===== config.mk =====
export PLATFORM = sky130hd
export DESIGN_NAME = eth_ctrl_flat
export DESIGN_NICKNAME = d
export VERILOG_FILES = /design/src/common/eth_pkg.sv /design/src/common/eth_tx_if.sv /design/src/hdl/eth_ctrl.sv /design/src/flat_wrapper.sv
export SDC_FILE = /design/constraint.sdc
export NUM_CORES = 1
export LEC_CHECK = 0
export BUFFER_PORTS_ARGS = -buffer_cell sky130_fd_sc_hd__buf_2
export CORE_MARGIN = 4
export CORE_UTILIZATION = 42
export DETAILED_ROUTE_END_ITERATION = 16
export GPL_ROUTABILITY_DRIVEN = 0
export HOLD_SLACK_MARGIN = 0.15
export PLACE_DENSITY = 0.86
export SETUP_SLACK_MARGIN = 0.05
export SLEW_MARGIN = 20
export SYNTH_ARGS = -nofsm -noshare
export SYNTH_HDL_FRONTEND = slang
export SYNTH_SLANG_ARGS = --single-unit

===== constraint.sdc =====
create_clock -name gmii_rx_clk -period 1.4 [get_ports gmii_rx_clk]
set_input_delay 0.28 -clock gmii_rx_clk [delete_from_list [all_inputs] [get_ports gmii_rx_clk]]
set_output_delay 0.28 -clock gmii_rx_clk [all_outputs]
set_load 0.03 [all_outputs]

===== src/common/eth_pkg.sv =====
/* Ethernet, ARP, IPv4 and ICMP constants, packet type enums
   and the echo descriptor passed from icmp_rx to icmp_tx */
package eth_pkg;

  // Ethertypes --------------------
  localparam logic [15:0] ETH_TYPE_ARP  = 16'h0806;
  localparam logic [15:0] ETH_TYPE_IPV4 = 16'h0800;

  // Framing --------------------
  localparam logic [7:0] ETH_PRE = 8'h55;   // Preamble byte
  localparam logic [7:0] ETH_SFD = 8'hd5;   // Start of frame delimiter
  localparam int PREAMBLE_LEN  = 8;         // Incl. SFD
  localparam int MIN_FRAME_LEN = 60;        // No FCS, zero padded
  localparam int IFG_CYCLES    = 12;

  // Header lengths in bytes
  localparam int ETH_HDR_LEN  = 14;
  localparam int ARP_LEN      = 28;
  localparam int IP_HDR_LEN   = 20;
  localparam int ICMP_HDR_LEN = 4;          // Type, code, checksum

  localparam logic [7:0] IP_VER_IHL    = 8'h45;  // IPv4, 5 words
  localparam logic [7:0] IP_PROTO_ICMP = 8'd1;

  typedef enum logic [15:0] {arp_request = 16'd1, arp_reply = 16'd2} arp_oper_e;
  typedef enum logic [7:0]  {echo_reply = 8'd0, echo_request = 8'd8} icmp_type_e;

  // Echo request fields needed for the reply
  typedef struct packed {
    logic [47:0] peer_mac;
    logic [31:0] peer_ip;
    logic [15:0] ip_id;
    logic [7:0]  ip_ttl;
    logic [15:0] ip_csum;
    logic [15:0] icmp_csum;
    logic [15:0] payload_len;               // Identifier, sequence and data
  } echo_info_t;

endpackage


===== src/common/eth_tx_if.sv =====
/* Frame source to transmit arbiter link, four-phase req/ack
   plus the GMII byte stream of the granted frame */
interface eth_tx_if;

  logic       req;     // Frame ready
  logic       ack;     // Grant from arbiter
  logic       tx_en;   // Byte valid
  logic [7:0] txd;

  modport source (
    output req, tx_en, txd,
    input  ack
  );

  modport arbiter (
    input  req, tx_en, txd,
    output ack
  );

endinterface


===== src/hdl/eth_ctrl.sv =====
/* Transmit arbiter for the ARP and ICMP frame sources
   Alternating priority, registered GMII output, inter-frame gap */
module eth_ctrl (
  input  logic        gmii_rx_clk,
  input  logic        arst_n,
  eth_tx_if.arbiter   arp,
  eth_tx_if.arbiter   icmp,
  output logic        gmii_tx_en,
  output logic [7:0]  gmii_txd
);

  typedef enum logic [1:0] {st_idle, st_grant, st_gap} arb_state_e;

  arb_state_e                             state;
  logic                                   last_icmp;  // Last served, also current grant
  logic                                   pick_icmp;
  logic [$clog2(eth_pkg::IFG_CYCLES)-1:0] gap_cnt;

  // ICMP wins if alone or if ARP went last
  assign pick_icmp = icmp.req && (!arp.req || !last_icmp);

  assign arp.ack  = (state == st_grant) && !last_icmp;
  assign icmp.ack = (state == st_grant) && last_icmp;

  always_ff @(posedge gmii_rx_clk or negedge arst_n) begin
    if (!arst_n) begin
      state      <= st_idle;
      last_icmp  <= 1'b0;
      gap_cnt    <= '0;
      gmii_tx_en <= 1'b0;
    end else begin
      gmii_tx_en <= (state == st_grant) && (last_icmp ? icmp.tx_en : arp.tx_en);
      case (state)
        st_idle:
          if (arp.req || icmp.req) begin
            last_icmp <= pick_icmp;
            state     <= st_grant;
          end
        st_grant:
          if (!(last_icmp ? icmp.req : arp.req)) begin     // Frame done
            gap_cnt <= '0;
            state   <= st_gap;
          end
        default: begin
          gap_cnt <= gap_cnt + 1'b1;
          if (gap_cnt == ($bits(gap_cnt))'(eth_pkg::IFG_CYCLES - 1))
            state <= st_idle;
        end
      endcase
    end
  end

  always_ff @(posedge gmii_rx_clk) begin
    gmii_txd <= last_icmp ? icmp.txd : arp.txd;
  end

endmodule


===== src/flat_wrapper.sv =====
// flat-port wrapper written by rule: the top's interface ports become plain ports
module eth_ctrl_flat 
  (gmii_rx_clk, arst_n, gmii_tx_en, gmii_txd, arp_req, arp_tx_en, arp_txd, arp_ack, icmp_req, icmp_tx_en, icmp_txd, icmp_ack);
  eth_tx_if arp_i ();
  eth_tx_if icmp_i ();
  input  logic gmii_rx_clk;
  input  logic arst_n;
  output logic gmii_tx_en;
  output logic [7:0] gmii_txd;
  input wire logic [$bits(arp_i.req)-1:0] arp_req;
  input wire logic [$bits(arp_i.tx_en)-1:0] arp_tx_en;
  input wire logic [$bits(arp_i.txd)-1:0] arp_txd;
  output wire logic [$bits(arp_i.ack)-1:0] arp_ack;
  input wire logic [$bits(icmp_i.req)-1:0] icmp_req;
  input wire logic [$bits(icmp_i.tx_en)-1:0] icmp_tx_en;
  input wire logic [$bits(icmp_i.txd)-1:0] icmp_txd;
  output wire logic [$bits(icmp_i.ack)-1:0] icmp_ack;
  assign arp_i.req = arp_req;
  assign arp_i.tx_en = arp_tx_en;
  assign arp_i.txd = arp_txd;
  assign arp_ack = arp_i.ack;
  assign icmp_i.req = icmp_req;
  assign icmp_i.tx_en = icmp_tx_en;
  assign icmp_i.txd = icmp_txd;
  assign icmp_ack = icmp_i.ack;
  eth_ctrl u_core (.gmii_rx_clk(gmii_rx_clk), .arst_n(arst_n), .arp(arp_i), .icmp(icmp_i), .gmii_tx_en(gmii_tx_en), .gmii_txd(gmii_txd));
endmodule

==> impl_metrics.py, run 1 <==
metrics = {
    "worst_setup_path": {
        "r2r_cells": 5,
        "r2r_slack_ns": 0.22,
        "cp.required_ns": 1.12,
        "worstPathArrival_ns": 1.08,
        "reg2reg_from": "u_core.state[1]",
        "path_class": "reg -> out",
        "timing.rr.end": "u_core.gap_cnt[3]",
        "start_kind": "register",
        "cp-end-kind": "primary output",
        "worstPathMaxFanout": 4,
        "crit_start": "u_core.state[1]",
    },
    "clock_network": {
        "cts_sinks": 16,
        "clockBufferDepth": 2,
        "cts.clk_slew.worst_paths_ns": 0.09,
        "cts_tree": "built",
        "clk_latency_ns": 0.28,
        "htreeDepth": 1,
        "cts_made_buffers": 3,
        "root_buffer": "clkbuf_4",
    },
    "sta": {
        "slew_headroom_pct": 86.3,
        "finClkSkew_ns": 0.000851,
        "setup_tns_ns": 0,
        "drv_slew": 0,
        "setup_viol": 0,
        "timing.hold.ws_ns": 0.218,
        "min_period_over_period_pct": 97.4,
        "rsz0062_at_grt": "true",
        "layout_setup_ws_ns": 0.0364,
        "final.min_clock_period_ns": 1.36,
        "worst_pin_slew_ns": 0.201,
        "max_freq_mhz": 733,
        "hold_viol_final": 0,
    },
    "placed_design": {
        "dpl.hpwl_um": 1050,
        "dp_slack_ns": 0.214,
        "port_buffers": 32,
    },
    "floorplan": {
        "fp.dieW_um": 47.3,
        "io-pin-count": 33,
        "dieArea_mm2": 0.00224,
        "core_area_mm2": 0.00138,
        "die_h_um": 47.3,
        "initial_core_util_pct": 46.9,
        "rows": 13,
    },
    "hold_path": {
        "whs_path_depth": 2,
        "holdPathEnd": "u_core.gmii_txd[0]",
        "min-delay-start": "icmp_txd[0]",
        "min_path_type": "in -> reg",
    },
    "yosys": {
        "ys_warn_count": 0,
        "synth_area_um2": 648,
        "syn_nets": 75,
        "synthTopCellsByCount": "9 x mux2_2, 8 x dfrtp_1, 8 x dfxtp_1",
        "synth_top_area_share_pct": 30.9,
        "dominantRegCellSynth": "dfxtp_1",
        "synth_edf_count": 0,
        "syn_inst": 52,
        "async_flop_share_pct": 50.0,
        "syn_area_per_cell_um2": 12.5,
        "ys_ff_latch": 16,
        "ys_types": 22,
        "yosysTopAreaCell": "dfrtp_1",
        "post-synth-top-count-cell": "mux2_2",
        "netlist_top_cells_area": "dfrtp_1 31%, dfxtp_1 25%, mux2_2 16%",
        "yosysSeqAreaShare_pct": 55.6,
    },
    "final_layout": {
        "drive_gt1_share_pct": 61.1,
        "antenna_cells": 0,
        "fin_util_pct": 65.3,
        "areaGrowthSynthToFinish_pct": 39.4,
        "nets": 114,
    },
    "detailed_routing": {
        "firstDrtPassIters": 4,
        "drt_iter0_drc": 2,
        "route.met2.wl_um": 581,
        "ant_nets": 0,
        "vias_per_cell": 5.03,
        "wl_per_cell_um": 12.2,
        "num_vias": 528,
        "m1WireLength_um": 554,
        "wl_met3_um": 137,
        "routed_wl_um": 1290,
        "drcViolationCount": 0,
        "highest_layer": "met4",
    },
    "run": {
        "maxCapViolCount": 0,
    },
    "global_route": {
        "grt_max_degree": 11,
        "grt_pass1_wl_um": 2130,
        "grt_overflow": 0,
        "grt_usage_pct": 13.6,
        "antenna_found_initial": 0,
        "first_global_vias": 553,
    },
    "power": {
        "p_total_uw": 1950,
        "power_leakage_uw": 0.000456,
        "ir_drop_uv": 1150,
        "cellPowerDensity_mw_per_mm2": 2160,
    },
    "outcome": {
        "status": "finished, final reports clean",
    },
}
[cells by family (layout without fill, tap and decap cells)]
| kind of cell | Yosys count | after routing | synth area share, % |
|---|---|---|---|
| AO/OA/AOI/OAI | 8 | 8 | 9.07 |
| XOR/XNOR | 2 | 2 | 2.70 |
| adder cells (fa/ha/maj) | 1 | 1 | 1.93 |
| buffers and inverters | 4 | 42 | 3.86 |
| flip-flops | 16 | 16 | 55.6 |
| multiplexers | 11 | 11 | 19.3 |
| AND/OR/NAND/NOR | 10 | 10 | 7.53 |
[worst max-delay path by stage]
stage	cells after the start	to
global route	3	arp_ack
floorplan	3	arp_ack
CTS	3	icmp_ack
finish	3	arp_ack
global placement	3	u_core.gap_cnt[0]
detailed placement	3	u_core.gap_cnt[0]
[final cells by class]
class / count / area, um^2
fillers: 89 / 479
flip-flops and latches: 16 / 363
multi-input cells: 32 / 273
repair buffers: 37 / 209
clock buffers: 4 / 36.3
well taps: 15 / 18.8
inverters: 1 / 3.75
[per-stage QoR]
stage / instance area, um^2 / std cells
global route: 903 / 105
detailed placement: 821 / 98
floorplan: 648 / 52
CTS: 888 / 104
global placement: 821 / 98
finish: 903 / 105
[metal layers]
metal | track usage, % | up-vias
met5 | 0 | -
met4 | 8.29 | 0
met3 | 4.60 | 2
met2 | 20.3 | 27
met1 | 16.7 | 242
li1 | - | 257
[worst max-delay path, cell delays in order, from the launching register on]
cell	delay, ns
dfrtp_1	0.39
nand2b_4	0.16
nor2_1	0.09
buf_4	0.17
[what timing repair did]
action,4_1_cts,5_1_grt
hold buffers,1,0
endpoints found under the hold margin,8,0
buffers inserted,1,1
cloned,0,0
pin swaps,0,0
endpoints found under the setup margin,2,2
gates resized for setup,4,3
[layout by cell type, fill, tap and decap left out, types with 2 or more instances in the layout]
cell type   n
clkbuf_4    3
a31oi_1     2
buf_4       5
buf_2      30
xor2_1      2
dfrtp_1     6
nor2_1      4
mux2_2      9
dfxtp_1     8
a22o_1      2
dfrtp_2     2
[where the power goes]
group	internal [uW]	switching, uW
clock network	158	136
registers	639	124
logic	432	458
total	1230	718
[state kept, by name (all words and copies together), names as in the netlist]
register / count
u_core.state: 2
u_core.gmii_tx_en: 1
u_core.gmii_txd: 8
u_core.gap_cnt: 4
u_core.last_icmp: 1
Note: power is estimated with default switching activity, not from simulation.
==> run 2, diff against run 1 <==
--- a/config.mk
+++ b/config.mk
@@ -7,11 +7,11 @@
 export LEC_CHECK = 0
 export BUFFER_PORTS_ARGS = -buffer_cell sky130_fd_sc_hd__buf_2
 export CORE_MARGIN = 4
-export CORE_UTILIZATION = 42
+export CORE_UTILIZATION = 38
 export DETAILED_ROUTE_END_ITERATION = 16
 export GPL_ROUTABILITY_DRIVEN = 0
 export HOLD_SLACK_MARGIN = 0.15
-export PLACE_DENSITY = 0.86
+export PLACE_DENSITY = 0.82
 export SETUP_SLACK_MARGIN = 0.05
 export SLEW_MARGIN = 20
 export SYNTH_ARGS = -nofsm -noshare
==> constraint.sdc (replaced) <==
create_clock -name gmii_rx_clk -period 1.2 [get_ports gmii_rx_clk]
set_input_delay 0.24 -clock gmii_rx_clk [delete_from_list [all_inputs] [get_ports gmii_rx_clk]]
set_output_delay 0.24 -clock gmii_rx_clk [all_outputs]
set_load 0.03 [all_outputs]
==> run 2 against run 1 <==
The flow now finishes with violations (negative setup slack). Clock skew up 0.0012 ns. Hold slack worse by 0.036 ns. Wire length up 18%. Largest cell class unchanged.
==> impl_metrics.py, run 2 (synthesis gave the netlist of run 1 again) <==
metrics = {
    "global_route": {
        "grt_max_degree": 10,
        "antenna_found_initial": 0,
        "first_global_vias": 548,
        "grt_pass1_wl_um": 2450,
        "grt_overflow": 0,
        "grt_usage_pct": 13.1,
    },
    "detailed_routing": {
        "ant_nets": 0,
        "vias_per_cell": 4.86,
        "wl_per_cell_um": 14.0,
        "routed_wl_um": 1510,
        "num_vias": 525,
        "drt_iter0_drc": 2,
        "firstDrtPassIters": 2,
        "drcViolationCount": 0,
    },
    "placed_design": {
        "port_buffers": 32,
        "place_inst": 100,
        "dpl.hpwl_um": 1120,
    },
    "sta": {
        "final.min_clock_period_ns": 1.32,
        "hold_viol_final": 0,
        "rsz0062_at_grt": "true",
        "setup_viol": 3,
        "drv_slew": 0,
        "slew_headroom_pct": 86.2,
        "timing.hold.ws_ns": 0.182,
        "setup_tns_ns": -0.242,
        "layout_setup_ws_ns": -0.120,
        "finClkSkew_ns": 0.00209,
        "worst_pin_slew_ns": 0.207,
        "max_freq_mhz": 758,
        "min_period_over_period_pct": 110,
    },
    "final_layout": {
        "final_common_cell": "buf_2",
        "stdcell_count": 108,
        "drive_gt1_share_pct": 63.0,
        "final_cell_mix": "30 x buf_2, 9 x mux2_2, 8 x dfxtp_1",
        "ff_latch_area_um2": 362,
        "antenna_cells": 0,
        "areaGrowthSynthToFinish_pct": 47.9,
        "nets": 116,
        "fillCellCount": 127,
        "regMostFlops": "u_core.gmii_txd",
        "largest_reg_flops": 8,
        "top_regs": "u_core.gmii_txd: 8 flops, u_core.gap_cnt: 4 flops, u_core.state: 2 flops",
        "multiInputGateArea_um2": 302,
    },
    "floorplan": {
        "core_area_mm2": 0.00156,
        "fp.dieW_um": 49.3,
        "die_h_um": 49.3,
        "dieArea_mm2": 0.00243,
        "io-pin-count": 33,
        "initial_core_util_pct": 41.6,
        "rows": 14,
    },
    "worst_setup_path": {
        "start_kind": "register",
        "cp.required_ns": 0.96,
        "slowest_stage": "dfrtp_2",
        "cpPeakStageDelay_ns": 0.45,
        "path_common_cell": "buf_6",
        "worstPathCellList": "buf_6 -> nor2_4 -> buf_6",
        "cp-end-kind": "primary output",
        "path_class": "reg -> out",
        "worstPathArrival_ns": 1.08,
        "worstPathMaxFanout": 4,
    },
    "outcome": {
        "status": "finished, violations left",
        "violations": "negative setup slack",
    },
    "clock_network": {
        "root_buffer": "clkbuf_4",
        "cts_tree": "built",
        "cts_sinks": 16,
        "htreeDepth": 1,
        "clk_latency_ns": 0.28,
        "cts_made_buffers": 3,
        "cts.clk_slew.worst_paths_ns": 0.09,
        "clockBufferDepth": 2,
    },
    "power": {
        "ir_drop_uv": 1200,
        "power_leakage_uw": 0.000476,
        "cellPowerDensity_mw_per_mm2": 2570,
        "p_total_uw": 2460,
    },
    "hold_path": {
        "min_path_type": "in -> reg",
    },
    "run": {
        "maxCapViolCount": 0,
    },
}
-- run 2: changes by cell type in the layout (fill, tap and decap cells not counted), sizes merged --
cell / delta
buf: +2
-- run 2: path summary, 6_finish.rpt --
| check | cells past startpoint | from | end | slack (ns) |
|---|---|---|---|---|
| min | 2 | arp_txd[1] | u_core.gmii_txd[1] | 0.18 |
| max in group asynchronous | 2 | arst_n | u_core.last_icmp | 0.68 |
| min reg2reg | 1 | u_core.gap_cnt[0] | u_core.gap_cnt[0] | 0.57 |
| max | 3 | u_core.last_icmp | arp_ack | -0.12 |
| max reg2reg | 4 | u_core.last_icmp | u_core.gap_cnt[0] | -0.03 |
| min in group asynchronous | 2 | arst_n | u_core.state[1] | 0.33 |
-- run 2: where the power goes --
group	internal, uW	switching, uW
clock	184	161
combinational	612	624
sequential	743	138
-- run 2: metrics by stage --
step	area (um^2)	utilization, %	worst slack, ns
floorplan	673	-	0.0772
CTS	937	60.1	-0.114
finish	958	61.5	-0.120
global route	958	61.5	-0.170
detailed placement	852	54.7	0.0675
global placement	852	54.7	0.0957
-- run 2: what timing repair did --
action / in CTS / in global routing
gates cloned: 0 / 0
endpoints found under the hold margin: 8 / 0
hold buffers: 1 / 0
endpoints found under the setup margin: 3 / 11
gates resized for setup: 5 / 5
pin swaps: 2 / 3
buffers inserted: 3 / 0
-- run 2: layer usage --
metal | track usage (%) | wire, um
met5 | 0 | 0
met4 | 5.69 | 14
met3 | 1.83 | 62
met2 | 24.3 | 826
met1 | 14.6 | 611
-- run 2: worst max-delay path: cells and delay by family (launching register included) --
family | cells | cell delay, ns
flip-flops | 1 | 0.45
buffers and inverters | 2 | 0.26
AND/OR/NAND/NOR | 1 | 0.09
-- run 2: layout make-up --
type	instances	share of cell area, %
Clock buffer	4	3.79
Inverter	1	0.392
Multi-Input combinational cell	32	31.5
Sequential cell	16	37.7
Tap cell	16	2.09
Timing Repair Buffer	39	24.5
==> run 3, diff against run 2 <==
--- a/config.mk
+++ b/config.mk
@@ -5,13 +5,13 @@
 export SDC_FILE = /design/constraint.sdc
 export NUM_CORES = 1
 export LEC_CHECK = 0
-export BUFFER_PORTS_ARGS = -buffer_cell sky130_fd_sc_hd__buf_2
 export CORE_MARGIN = 4
-export CORE_UTILIZATION = 38
+export CORE_UTILIZATION = 35
 export DETAILED_ROUTE_END_ITERATION = 16
+export DONT_BUFFER_PORTS = 1
 export GPL_ROUTABILITY_DRIVEN = 0
 export HOLD_SLACK_MARGIN = 0.15
-export PLACE_DENSITY = 0.82
+export PLACE_DENSITY = 0.62
 export SETUP_SLACK_MARGIN = 0.05
 export SLEW_MARGIN = 20
 export SYNTH_ARGS = -nofsm -noshare
==> run 3 against run 2 <==
The run still ends with negative setup slack left. Core utilization down 3.7 points. Largest power group is now registers. Clock skew rose by 0.0051 ns. Die area is 7.1% higher. Final area grew 5.2%. Largest cell class unchanged. Global-route usage fell by 1.1 points. Sequential power grew 22%.
==> impl_metrics.py, run 3 (synthesis gave the netlist of run 1 again) <==
metrics = {
    "detailed_routing": {
        "vias_per_cell": 4.72,
        "drt_iter0_drc": 5,
        "firstDrtPassIters": 4,
        "wl_per_cell_um": 14.9,
        "routed_wl_um": 1560,
        "drcViolationCount": 0,
        "ant_nets": 0,
        "num_vias": 496,
    },
    "global_route": {
        "grt_pass1_wl_um": 2300,
        "grt_usage_pct": 12.0,
        "grt_overflow": 0,
        "antenna_found_initial": 0,
        "first_global_vias": 562,
        "grt_max_degree": 11,
    },
    "power": {
        "ir_drop_uv": 1260,
        "sw_frac_of_total_pct": 38.2,
        "p_total_uw": 2400,
        "switching_power_uw": 918,
        "cellPowerDensity_mw_per_mm2": 2380,
        "clkPwrFrac_pct": 14.7,
        "p_comb_share_pct": 40.8,
        "internal_power_uw": 1490,
        "power_leakage_uw": 0.000430,
        "p_seq_share_pct": 44.5,
    },
    "floorplan": {
        "fp.dieW_um": 51.0,
        "initial_core_util_pct": 37.1,
        "rows": 15,
        "io-pin-count": 33,
        "core_area_mm2": 0.00175,
        "die_h_um": 51.0,
        "dieArea_mm2": 0.00260,
    },
    "hold_path": {
        "whs_path_depth": 2,
        "holdPathEnd": "u_core.state[0]",
        "min-delay-start": "icmp_req",
        "min_path_type": "in -> reg",
    },
    "sta": {
        "max_freq_mhz": 765,
        "drv_slew": 0,
        "slew_headroom_pct": 74.4,
        "min_period_over_period_pct": 109,
        "final.min_clock_period_ns": 1.31,
        "rsz0062_at_grt": "true",
        "hold_viol_final": 0,
        "layout_setup_ws_ns": -0.107,
        "setup_viol": 4,
        "setup_tns_ns": -0.273,
        "timing.hold.ws_ns": 0.232,
        "worst_pin_slew_ns": 0.383,
        "finClkSkew_ns": 0.00717,
    },
    "final_layout": {
        "fin_area_mm2": 0.00101,
        "largest_reg_flops": 8,
        "drive_gt1_share_pct": 33.8,
        "final_cell_mix": "21 x dlygate4sd3_1, 9 x mux2_2, 8 x dfrtp_1, 8 x dfxtp_1, 4 x buf_4",
        "top_regs": "u_core.gmii_txd: 8 flops, u_core.gap_cnt: 4 flops, u_core.state: 2 flops",
        "antenna_cells": 0,
        "final_common_cell": "dlygate4sd3_1",
        "nets": 104,
        "regMostFlops": "u_core.gmii_txd",
        "areaGrowthSynthToFinish_pct": 55.6,
    },
    "worst_setup_path": {
        "timing.rr.end": "u_core.gap_cnt[0]",
        "cp-end-kind": "primary output",
        "cpPeakStageDelay_ns": 0.39,
        "r2r_cells": 4,
        "r2r_slack_ns": -0.05,
        "worstPathMaxFanout": 4,
        "reg2reg_from": "u_core.last_icmp",
        "cp.required_ns": 0.96,
        "worstPathCellList": "buf_6 -> inv_4 -> nor2_4",
        "slowest_stage": "dfrtp_1",
        "crit_buf_inv": 2,
        "path_class": "reg -> out",
        "path_delay_family": "flip-flops",
        "start_kind": "register",
        "worstPathArrival_ns": 1.07,
    },
    "outcome": {
        "status": "finished, violations left",
        "violations": "negative setup slack",
    },
    "placed_design": {
        "port_buffers": 0,
        "place_area_um2": 696,
        "dpl.hpwl_um": 807,
    },
    "clock_network": {
        "clk_latency_ns": 0.28,
        "cts_made_buffers": 3,
        "root_buffer": "clkbuf_4",
        "cts_tree": "built",
        "htreeDepth": 1,
        "clockBufferDepth": 2,
        "cts_sinks": 16,
        "cts.clk_slew.worst_paths_ns": 0.10,
    },
    "run": {
        "maxCapViolCount": 0,
    },
}
==> run 3: worst max-delay path by stage <==
stage                     start                 to  slack (ns)  cells after the start
3_3_place_gp   u_core.last_icmp           icmp_ack        0.11                      3
4_1_cts        u_core.last_icmp           icmp_ack       -0.11                      3
2_1_floorplan  u_core.last_icmp  u_core.gap_cnt[0]        0.08                      4
3_5_place_dp   u_core.last_icmp           icmp_ack        0.09                      3
5_1_grt         u_core.state[1]            arp_ack       -0.15                      2
6_report       u_core.last_icmp           icmp_ack       -0.11                      3
==> run 3: cell type report <==
type	instances	area, um^2
Clock buffer	4	36.3
Tap cell	25	31.3
Multi-Input combinational cell	32	308
Sequential cell	16	360
Inverter	1	6.26
Fill cell	138	737
Timing Repair Buffer	27	267
==> run 3: per-stage QoR <==
| stage | std cells | util [%] | setup slack (ns) |
|---|---|---|---|
| floorplan | 52 | - | 0.0772 |
| global placement | 76 | 39.9 | 0.108 |
| detailed placement | 76 | 39.9 | 0.0950 |
| CTS | 104 | 55.6 | -0.111 |
| global route | 105 | 57.8 | -0.149 |
| finish | 105 | 57.8 | -0.107 |
==> run 3: routing by layer <==
| metal | part of all wire (%) | routed length (um) | up-vias | GRT usage [%] |
|---|---|---|---|---|
| li1 | - | - | 236 | - |
| met3 | 6.5 | 102 | 2 | 2.92 |
| met1 | 40 | 622 | 235 | 12.4 |
| met2 | 53 | 829 | 23 | 21.9 |
| met4 | 0.51 | 8 | 0 | 6.73 |
| met5 | 0 | 0 | - | 0 |
==> run 3: worst reg2reg max path: stages, from the launching register on <==
cell	delay [ns]
dfrtp_1	0.39
buf_4	0.14
mux2i_4	0.24
a21oi_2	0.10
mux2_2	0.27
==> run 3: power groups by stage <==
stage               Clock (uW)  Sequential (uW)  Combinational, uW
floorplan                    0             1040                666
global placement             0             1080                686
detailed placement           0             1080                695
CTS                        362             1070                845
global route               390             1090               1060
finish                     353             1070                981
==> run 3: repair_timing <==
action	CTS	global route
endpoints found under the hold margin	18	0
resized for setup	3	6
pin swaps	2	0
buffers inserted	3	1
endpoints found under the setup margin	2	12
hold buffers	21	0
